File: src/verilog/rtc_pkg.sv
package rtc_pkg;

    // ======================================================================
    // constants
    // ======================================================================

    // host address width, the address map is fixed
    localparam int rtc_addr_width = 14;

    // rollover limit of the nanosecond field
    localparam int ns_per_sec = 1_000_000_000;

    // pps pulse length in up_clk cycles
    localparam int pps_width_cycles = 16;
    localparam int pps_cnt_width = $clog2(pps_width_cycles);

    // ======================================================================
    // types
    // ======================================================================

    // time of day, nsec always kept below ns_per_sec
    typedef struct packed {
        logic [31:0] sec;
        logic [29:0] nsec;
    } rtc_time_t;

    // register file to counter
    typedef struct packed {
        logic               set;
        rtc_time_t          set_time;
        logic               adj;
        logic signed [31:0] adj_nsec;
        logic               get;
        logic [7:0]         inc_nsec;
        logic [23:0]        inc_frac;
    } rtc_ctrl_t;

    // host register map
    typedef enum logic [rtc_addr_width-1:0] {
        reg_scratch  = 14'd2,
        reg_get      = 14'd16,
        reg_get_sec  = 14'd17,
        reg_get_nsec = 14'd18,
        reg_set      = 14'd19,
        reg_set_sec  = 14'd20,
        reg_set_nsec = 14'd21,
        reg_adj_nsec = 14'd22,
        reg_inc      = 14'd23
    } rtc_reg_e;

    typedef enum logic {
        pps_idle,
        pps_high
    } pps_state_e;

endpackage

File: src/verilog/rtc_counter.sv
`timescale 1ns/1ps

module rtc_counter import rtc_pkg::*; (
    input  logic      up_clk,
    input  logic      up_rstn,
    input  rtc_ctrl_t ctrl,
    output rtc_time_t now,
    output rtc_time_t snap
);

    // sub-nanosecond part of the time, not visible to the host
    logic [23:0]        frac_q;

    // fraction accumulate
    logic [24:0]        frac_sum;
    logic               frac_carry;

    // signed nanosecond sum, wide enough for nsec + inc + adj
    logic signed [33:0] adj_ext;
    logic signed [33:0] nsec_sum;

    // normalized result
    logic signed [33:0] nsec_norm;
    logic [31:0]        sec_norm;

    // ======================================================================
    // next time
    // ======================================================================

    assign frac_sum   = {1'b0, frac_q} + {1'b0, ctrl.inc_frac};
    assign frac_carry = frac_sum[24];

    // adjust offset only counts in its strobe cycle
    assign adj_ext = ctrl.adj ? {{2{ctrl.adj_nsec[31]}}, ctrl.adj_nsec} : 34'sd0;

    assign nsec_sum = $signed({4'b0000, now.nsec})
                    + $signed({26'd0, ctrl.inc_nsec})
                    + $signed({33'd0, frac_carry})
                    + adj_ext;

    // at most one second of borrow or carry
    always_comb begin
        nsec_norm = nsec_sum;
        sec_norm  = now.sec;
        if (nsec_sum < 0) begin
            nsec_norm = nsec_sum + ns_per_sec;
            sec_norm  = now.sec - 32'd1;
        end else if (nsec_sum >= ns_per_sec) begin
            nsec_norm = nsec_sum - ns_per_sec;
            sec_norm  = now.sec + 32'd1;
        end
    end

    // ======================================================================
    // time register
    // ======================================================================

    // set overrides both the increment and any adjust
    always_ff @(posedge up_clk) begin
        if (!up_rstn) begin
            now    <= '0;
            frac_q <= '0;
        end else if (ctrl.set) begin
            now    <= ctrl.set_time;
            frac_q <= '0;
        end else begin
            now.sec  <= sec_norm;
            now.nsec <= nsec_norm[29:0];
            frac_q   <= frac_sum[23:0];
        end
    end

    // snapshot takes the time as it was before this edge
    always_ff @(posedge up_clk) begin
        if (!up_rstn) begin
            snap <= '0;
        end else if (ctrl.get) begin
            snap <= now;
        end
    end

endmodule

File: src/verilog/rtc_pps.sv
`timescale 1ns/1ps

module rtc_pps import rtc_pkg::*; (
    input  logic      up_clk,
    input  logic      up_rstn,
    input  rtc_time_t now,
    output logic      pps
);

    logic [31:0]              prev_sec;
    logic                     sec_change;
    pps_state_e               state;
    logic [pps_cnt_width-1:0] cnt;

    // ======================================================================
    // second boundary detect
    // ======================================================================

    // any change counts, increment, adjust or set alike
    always_ff @(posedge up_clk) begin
        if (!up_rstn) begin
            prev_sec <= '0;
        end else begin
            prev_sec <= now.sec;
        end
    end

    assign sec_change = (now.sec != prev_sec);

    // ======================================================================
    // pulse width FSM
    // ======================================================================

    always_ff @(posedge up_clk) begin
        if (!up_rstn) begin
            state <= pps_idle;
            cnt   <= '0;
        end else begin
            case (state)
                pps_idle: begin
                    if (sec_change) begin
                        state <= pps_high;
                        cnt   <= pps_cnt_width'(pps_width_cycles - 1);
                    end
                end
                pps_high: begin
                    // new second mid-pulse restarts the window
                    if (sec_change) begin
                        cnt <= pps_cnt_width'(pps_width_cycles - 1);
                    end else if (cnt == '0) begin
                        state <= pps_idle;
                    end else begin
                        cnt <= cnt - 1'b1;
                    end
                end
                default: begin
                    state <= pps_idle;
                end
            endcase
        end
    end

    assign pps = (state == pps_high);

endmodule

File: src/verilog/rtc_regs.sv
`timescale 1ns/1ps

module rtc_regs import rtc_pkg::*; (
    input  logic                      up_clk,
    input  logic                      up_rstn,

    // write channel
    input  logic                      up_wreq,
    input  logic [rtc_addr_width-1:0] up_waddr,
    input  logic [31:0]               up_wdata,
    output logic                      up_wack,

    // read channel
    input  logic                      up_rreq,
    input  logic [rtc_addr_width-1:0] up_raddr,
    output logic [31:0]               up_rdata,
    output logic                      up_rack,

    // counter side
    input  rtc_time_t                 snap,
    output rtc_ctrl_t                 ctrl
);

    // held host values
    logic [31:0]        scratch;
    rtc_time_t          set_time;
    logic signed [31:0] adj_nsec;
    logic [7:0]         inc_nsec;
    logic [23:0]        inc_frac;

    // one-cycle command strobes
    logic               set_q;
    logic               adj_q;
    logic               get_q;

    // ======================================================================
    // write decode
    // ======================================================================

    always_ff @(posedge up_clk) begin
        if (!up_rstn) begin
            scratch  <= '0;
            set_time <= '0;
            adj_nsec <= '0;
            inc_nsec <= '0;
            inc_frac <= '0;
        end else if (up_wreq) begin
            case (up_waddr)
                reg_scratch: begin
                    scratch <= up_wdata;
                end
                reg_set_sec: begin
                    set_time.sec <= up_wdata;
                end
                reg_set_nsec: begin
                    // top two bits dropped, nsec is 30 bits wide
                    set_time.nsec <= up_wdata[29:0];
                end
                reg_adj_nsec: begin
                    adj_nsec <= up_wdata;
                end
                reg_inc: begin
                    {inc_nsec, inc_frac} <= up_wdata;
                end
                default: begin
                    // unmapped or strobe-only address
                end
            endcase
        end
    end

    // set and get need bit 0, any adjust write fires
    always_ff @(posedge up_clk) begin
        if (!up_rstn) begin
            set_q <= 1'b0;
            adj_q <= 1'b0;
            get_q <= 1'b0;
        end else begin
            set_q <= up_wreq && (up_waddr == reg_set) && up_wdata[0];
            adj_q <= up_wreq && (up_waddr == reg_adj_nsec);
            get_q <= up_wreq && (up_waddr == reg_get) && up_wdata[0];
        end
    end

    // control bundle to the counter
    always_comb begin
        ctrl.set      = set_q;
        ctrl.set_time = set_time;
        ctrl.adj      = adj_q;
        ctrl.adj_nsec = adj_nsec;
        ctrl.get      = get_q;
        ctrl.inc_nsec = inc_nsec;
        ctrl.inc_frac = inc_frac;
    end

    // ======================================================================
    // read mux
    // ======================================================================

    always_ff @(posedge up_clk) begin
        if (!up_rstn) begin
            up_rdata <= '0;
        end else if (up_rreq) begin
            case (up_raddr)
                reg_scratch:  up_rdata <= scratch;
                reg_get_sec:  up_rdata <= snap.sec;
                reg_get_nsec: up_rdata <= {2'b00, snap.nsec};
                reg_set_sec:  up_rdata <= set_time.sec;
                reg_set_nsec: up_rdata <= {2'b00, set_time.nsec};
                reg_adj_nsec: up_rdata <= adj_nsec;
                reg_inc:      up_rdata <= {inc_nsec, inc_frac};
                default:      up_rdata <= '0;
            endcase
        end
    end

    // ======================================================================
    // acknowledges
    // ======================================================================

    // every request is answered the next cycle, mapped or not
    always_ff @(posedge up_clk) begin
        if (!up_rstn) begin
            up_wack <= 1'b0;
            up_rack <= 1'b0;
        end else begin
            up_wack <= up_wreq;
            up_rack <= up_rreq;
        end
    end

endmodule

File: src/verilog/rtc_top.sv
`timescale 1ns/1ps

module rtc_top import rtc_pkg::*; (
    input  logic                      up_clk,
    input  logic                      up_rstn,

    // host write channel
    input  logic                      up_wreq,
    input  logic [rtc_addr_width-1:0] up_waddr,
    input  logic [31:0]               up_wdata,
    output logic                      up_wack,

    // host read channel
    input  logic                      up_rreq,
    input  logic [rtc_addr_width-1:0] up_raddr,
    output logic [31:0]               up_rdata,
    output logic                      up_rack,

    // time outputs
    output logic                      pps,
    output rtc_time_t                 now
);

    rtc_ctrl_t ctrl;
    rtc_time_t snap;

    // ======================================================================
    // host registers
    // ======================================================================

    rtc_regs u_rtc_regs (
        .up_clk   (up_clk),
        .up_rstn  (up_rstn),
        .up_wreq  (up_wreq),
        .up_waddr (up_waddr),
        .up_wdata (up_wdata),
        .up_wack  (up_wack),
        .up_rreq  (up_rreq),
        .up_raddr (up_raddr),
        .up_rdata (up_rdata),
        .up_rack  (up_rack),
        .snap     (snap),
        .ctrl     (ctrl)
    );

    // ======================================================================
    // time of day and pulse
    // ======================================================================

    rtc_counter u_rtc_counter (
        .up_clk  (up_clk),
        .up_rstn (up_rstn),
        .ctrl    (ctrl),
        .now     (now),
        .snap    (snap)
    );

    rtc_pps u_rtc_pps (
        .up_clk  (up_clk),
        .up_rstn (up_rstn),
        .now     (now),
        .pps     (pps)
    );

endmodule
File: config.mk
export PLATFORM = sky130hd
export DESIGN_NAME = rtc_top
export DESIGN_NICKNAME = d
export VERILOG_FILES = /design/src/verilog/rtc_pkg.sv /design/src/verilog/rtc_counter.sv /design/src/verilog/rtc_pps.sv /design/src/verilog/rtc_regs.sv /design/src/verilog/rtc_top.sv
export SDC_FILE = /design/constraint.sdc
export NUM_CORES = 1
export LEC_CHECK = 0
export BUFFER_PORTS_ARGS = -buffer_cell sky130_fd_sc_hd__buf_2
export CAP_MARGIN = 30
export CORE_MARGIN = 3
export CORE_UTILIZATION = 50
export DETAILED_ROUTE_END_ITERATION = 6
export PLACE_DENSITY = 0.8
export SYNTH_ARGS = -nofsm -noshare
export SYNTH_HDL_FRONTEND = slang
export SYNTH_SLANG_ARGS = --single-unit
File: constraint.sdc
create_clock -name up_clk -period 8.06 [get_ports up_clk]
set_input_delay 1.209 -clock up_clk [delete_from_list [all_inputs] [get_ports up_clk]]
set_output_delay 1.209 -clock up_clk [all_outputs]
set_load 0.01 [all_outputs]
# Word level (Yosys, flattened, before mapping)
# Index checks and enable logic that the tools add are counted.
[totals]
regBits = 380
input_bits = 64
[op_classes]
add_sub_neg = 9
magnitude_cmp = 2
eq_ne = 17
n_mux = 15
bitwise = 2
n_reduce_logical = 14
[ops]
columns = ["op", "n"]
rows = [
  ["$pmux W32 S7", 1],
  ["$eq A14 B5 Y1 const B", 12],
  ["$mux W32", 2],
  ["$mux W62", 1],
  ["$mux W30", 2],
  ["$add A34 B2 Y34", 1],
  ["$add A34 B34 Y34", 1],
  ["$ge A34 B31 Y1 const B", 1],
  ["$lt A34 B1 Y1 const B", 1],
  ["$mux W34", 1],
  ["$add A32 B1 Y32 const B", 1],
  ["$ne A32 B32 Y1", 1],
  ["$sub A32 B1 Y32 const B", 1],
  ["$add A30 B8 Y31", 1],
  ["$add A30 B28 Y30 const B", 1],
  ["$sub A30 B28 Y30 const B", 1],
  ["$eq A14 B2 Y1 const B", 2],
  ["$add A24 B24 Y25", 1],
  ["$mux W4", 3],
  ["$reduce_and A2 Y1", 6],
  ["$pmux W4 S2", 1],
  ["$logic_and A1 B1 Y1", 5],
  ["$logic_not A4 Y1", 1],
  ["$sub A4 B1 Y4 const B", 1],
  ["other kinds (7)", 10],
]

# Longest topological paths before layout
[logic_depth]
depth_word = 7
depth_mapped = 39
ltp_nobuf = 36

# Cells and area by module
# A second synthesis with hierarchy kept.
[hier_totals]
cells_unflattened = 2617
hier_area_um2 = 21968.6
[by_module_without_submodules]
columns = ["module", "instances", "cells_each", "area_each_um2", "seq_area_each_um2"]
rows = [
  ["rtc_counter", 1, 1474, 11726.2, 2962.8],
  ["rtc_regs", 1, 1010, 8774.7, 3903.7],
  ["rtc_pps", 1, 133, 1467.7, 740.7],
]

# Worst setup path before layout
# Ideal clock, no wire load.
[synth_path]
kind = "reg-to-reg"
start = "register u_rtc_regs.inc_frac[0]"
end = "register u_rtc_counter.now[48] (netlist name)"
setup_ps = 70
t_arrival_ps = 8152
required_time_ps = 7990
path_slack_ps = -162
stages_incl_launch_ff = 38
n_path_buf = 2
path_cell_list = "dfxtp_1 > ha_1 > fa_1 > a21oi_1 > o21bai_1 > a21oi_1 > o21bai_1 > a21o_1 > a21boi_0 > o211ai_1 > a31oi_1 > o21ba_2 > o21ai_0 > a21o_1 > a21oi_1 > fa_1 > nand2b_1 > a21oi_2 > (+2 left out) > nor4b_1 > o31a_1 > and3_1 > buf_2 > buf_1 > ha_1 > nor2b_1 > o31a_1 > o41a_1 > o2111ai_1 > a21oi_1 > or3_1 > a21o_1 > a21o_1 > a21oi_1 > xnor2_1 > mux2i_1 > a21oi_1"
[synth_between]
elab_chain_cells = 6
word_cells_on_any_way = 8
cone_classes = "add/sub (3); order compare (2); mux (2); reduce/logical (1)"
[synth_rtl]
columns = ["item", "line", "source"]
rows = [
  ["start, declared", "rtc_regs.sv:29", "logic [23:0] inc_frac;"],
  ["start signal, assigned", "rtc_regs.sv:63", "{inc_nsec, inc_frac} <= up_wdata;"],
  ["$add A24 B24 Y25 (*)", "rtc_counter.sv:30", "assign frac_sum = {1'b0, frac_q} + {1'b0, ctrl.inc_frac};"],
  ["$add A34 B2 Y34 (*)", "rtc_counter.sv:38", "+ $signed({33'd0, frac_carry})"],
  ["$add A34 B34 Y34 (*)", "rtc_counter.sv:39", "+ adj_ext;"],
  ["$lt A34 B1 Y1", "rtc_counter.sv:45", "if (nsec_sum < 0) begin"],
  ["$mux W32", "rtc_counter.sv:45", ""],
  ["$mux W62", "rtc_counter.sv:63", "end else if (ctrl.set) begin"],
]
# Mark *: on every way between the ends. The rest lies on a longest branch, timed or not.
# A chain may end at the register's enable or synchronous reset.

# Worst setup path in the final report
[layout_path]
start = "register u_rtc_regs.inc_frac[0]"
end = "register u_rtc_counter.now[60] (netlist name)"
[layout_between]
elab_chain_cells = 6
word_cells_on_any_way = 8
cone_classes = "add/sub (3); order compare (2); mux (2); reduce/logical (1)"
[layout_rtl]
columns = ["item", "line"]
rows = [
  ["$add A24 B24 Y25 (*)", "rtc_counter.sv:30"],
  ["$add A34 B2 Y34 (*)", "rtc_counter.sv:38"],
  ["$add A34 B34 Y34 (*)", "rtc_counter.sv:39"],
  ["$lt A34 B1 Y1", "rtc_counter.sv:45"],
  ["$mux W32", "rtc_counter.sv:45"],
  ["$mux W62", "rtc_counter.sv:63"],
]
# Marks and branches as above.

==> results.yml <==
power_and_ir_drop:
  p_leak_nw: 9.39
  power.share.clock: 0.499
  power_mw: 3.97
  p_int_mw: 3.08
  ir_drop_mv: 0.165
  seqPwrFrac: 0.473
  comb_power_share: 0.028
  swShare: 0.224
  switchingPower_mw: 0.890
  p_per_area_nw_per_um2: 167
cts:
  cts-root-buf: "clkbuf_16"
  cts_tree: "done"
  clock_latency_ns: 0.56
  path_clk_slew_ns: 0.06
  cts_made_buffers: 41
  cts.sinks: 380
  clockBufferDepth: 3
  hold_buffers: 0
  htreeDepth: 2
place:
  place_hpwl_um: 53400
  placed_cells: 3220
  place_congestion: 1.01
  port_buffers: 160
worst_setup_path:
  start_kind: "flip-flop"
  required_ns: 8.45
  cp_max_fo: 8
  critPathTopFamily: "compound AO/OA/AOI/OAI gates"
  crit_type: "reg -> reg"
  max_stage_delay_ns: 0.41
  crit_slowest_cell: "fa_1"
  path_buf_inv: 0
  end_kind: "flip-flop"
  worstPathArrival_ns: 8.08
synth:
  yosysTopAreaCell: "dfxtp_1"
  synth_fp_nets: 2811
  synth_cell_types: 86
  synthFlopType: "dfxtp_1"
  synth_top_area_share: 0.363
  synth_seq_area_share: 0.363
  synth_warnings: 0
  synthCells: 2642
  async_reset_ff_frac: 0
  syn_area_um2: 21000
  synth_edf_count: 0
  synth.avg_cell_area_um2: 7.93
  ys_top_cells_by_area: "dfxtp_1, nand2_1, a21oi_1"
  ys_ff_latch: 380
floorplan:
  core-area_um2: 41100
  rows: 74
  dieArea_um2: 44400
  dieHeight_um: 211
  io_pins: 161
  start_util: 0.510
  fp.dieW_um: 211
routing:
  first_iter_violations: 2405
  ant_nets: 0
  wl_per_cell_um: 23.1
  route.detailed.drc: 0
  drt_pre_antenna_iters: 6
  viasPerCell: 6.33
  vias: 20900
  wirelength_um: 76000
cells_and_area:
  seq_area_um2: 7610
  n_fill_cell: 3725
  drive_gt1_frac: 0.123
  mostFrequentLayoutCells: "nand2_1, dfxtp_1, a21oi_1"
  fin_nets: 2903
  syn_to_final_growth_pct: 13.1
  final_common_cell: "nand2_1"
  multiInputGateArea_um2: 12700
  stdcell_count: 3296
  antennaDiodeCount: 0
timing:
  max-slew-margin-rel: 0.304
  fmax_mhz: 130
  tns_ns: 0
  post-route-min-period_ns: 7.69
  fin_crit_sh: 0.954
  drv_slew: 0
  final_hold_viol_count: 0
  setup_violations: 0
  tightest_slew_ns: 1.04
  skew_ns: 0.0315
global_route:
  antenna_found_initial: 2
  grt_overflow: 0
  grt_pass1_vias: 19500
  grt_pass1_wl_um: 115000
  grt_usage: 0.329
  grt_max_degree: 164
hold_path:
  hold_path.class: "reg -> reg"
outcome:
  status: "finished, final reports clean"
flow_run:
  maxCapViolCount: 0
==> sequential cells by signal, summed over array words and instances, names as in the netlist <==
register,count
u_rtc_regs.up_wack,1
u_rtc_counter.frac_q,24
u_rtc_regs.adj_nsec,32
u_rtc_pps.pps,1
u_rtc_regs.inc_frac,24
u_rtc_counter.now,62
u_rtc_regs.ctrl,62
u_rtc_regs.up_rdata,32
u_rtc_regs.set_q,1
u_rtc_pps.prev_sec,32
u_rtc_counter.snap,62
u_rtc_regs.adj_q,1
u_rtc_pps.cnt,4
u_rtc_regs.get_q,1
u_rtc_regs.inc_nsec,8
u_rtc_regs.up_rack,1
u_rtc_regs.scratch,32
==> cells in the mapped netlist, types with 6 or more instances <==
master    instances
or2_2            11
a31oi_1          37
a21oi_1         329
ha_1            100
nor3_1           37
o211ai_1         21
o21a_1            8
nand2_1         459
nor2b_1          10
a22oi_1          60
xnor2_1          66
buf_1            10
a21o_1           37
nand4_1          15
buf_2            11
inv_1            35
a211oi_1         28
a211oi_2          6
dfxtp_1         380
o21ai_1          13
nand2b_1         22
and3_1           28
xor2_1           74
nand3_1          43
mux2i_1          94
nor2_1          234
o21ai_0         111
mux2_2            7
o21bai_1         18
nor4_1           21
or3_1            11
and2_1           67
clkbuf_1        126
==> power by group through the flow <==
stage	Combinational [mW]	Clock [mW]	Sequential, mW
floorplan	0.0453	0	1.92
global placement	0.103	0	1.92
detailed placement	0.105	0	1.92
CTS	0.105	1.98	1.88
global route	0.112	2.05	1.88
finish	0.110	1.98	1.88
==> metrics by stage <==
step	hold slack, ns	util	setup WS, ns	cell area, µm²
6_report	0.455	0.576	0.368	23700
5_1_grt	0.471	0.576	-0.0376	23700
4_1_cts	0.456	0.574	0.0571	23600
3_5_place_dp	0.447	0.540	-0.0801	22200
3_3_place_gp	0.441	0.540	0.0893	22200
2_1_floorplan	0.436	-	0.275	21000
==> final timing paths <==
check                          from                endpoint  slack, ns  cells past startpoint
max reg2reg  u_rtc_regs.inc_frac[0]   u_rtc_counter.now[60]       0.37                     35
max          u_rtc_regs.inc_frac[0]   u_rtc_counter.now[60]       0.37                     35
min          u_rtc_regs.scratch[21]  u_rtc_regs.scratch[21]       0.45                      2
min reg2reg  u_rtc_regs.scratch[21]  u_rtc_regs.scratch[21]       0.45                      2
==> worst register-to-register path: cells and delay by family, from the launching register on <==
family	cells	cell delay [ns]
xor+xnor	1	0.23
fa+ha+maj	4	1.22
simple gates	4	0.93
flops	1	0.32
compound gates	26	4.84
==> area by class of cell <==
class / instances / area share
Timing Repair Buffer: 203 / 0.0496
Clock inverter: 13 / 0.00855
Inverter: 38 / 0.00634
Multi-Input combinational cell: 2070 / 0.536
Tap cell: 532 / 0.0281
Clock buffer: 60 / 0.0498
Sequential cell: 380 / 0.321
==> logic make-up after synthesis <==
family / count (synthesis) / share of synthesized area
AOI/OAI and AO/OA: 742 / 0.219
and+or+nand+nor: 980 / 0.207
buffers and inverters: 192 / 0.0370
xor gates and xnor gates: 141 / 0.0593
DFF: 380 / 0.363
muxes: 102 / 0.0497
adders and majority gates: 105 / 0.0645
==> repair_timing <==
action	4_1_cts	5_1_grt
pin swaps	0	5
hold endpoints to repair	0	0
gates resized for setup	4	16
setup endpoints to repair	3	15
setup buffers	0	2
==> layer usage <==
metal | global-route usage | wire length [µm]
met5 | 0 | 19
met1 | 0.438 | 29300
met4 | 0.178 | 4890
met3 | 0.0704 | 9050
met2 | 0.502 | 32800
(Power assumes the default switching activity.)
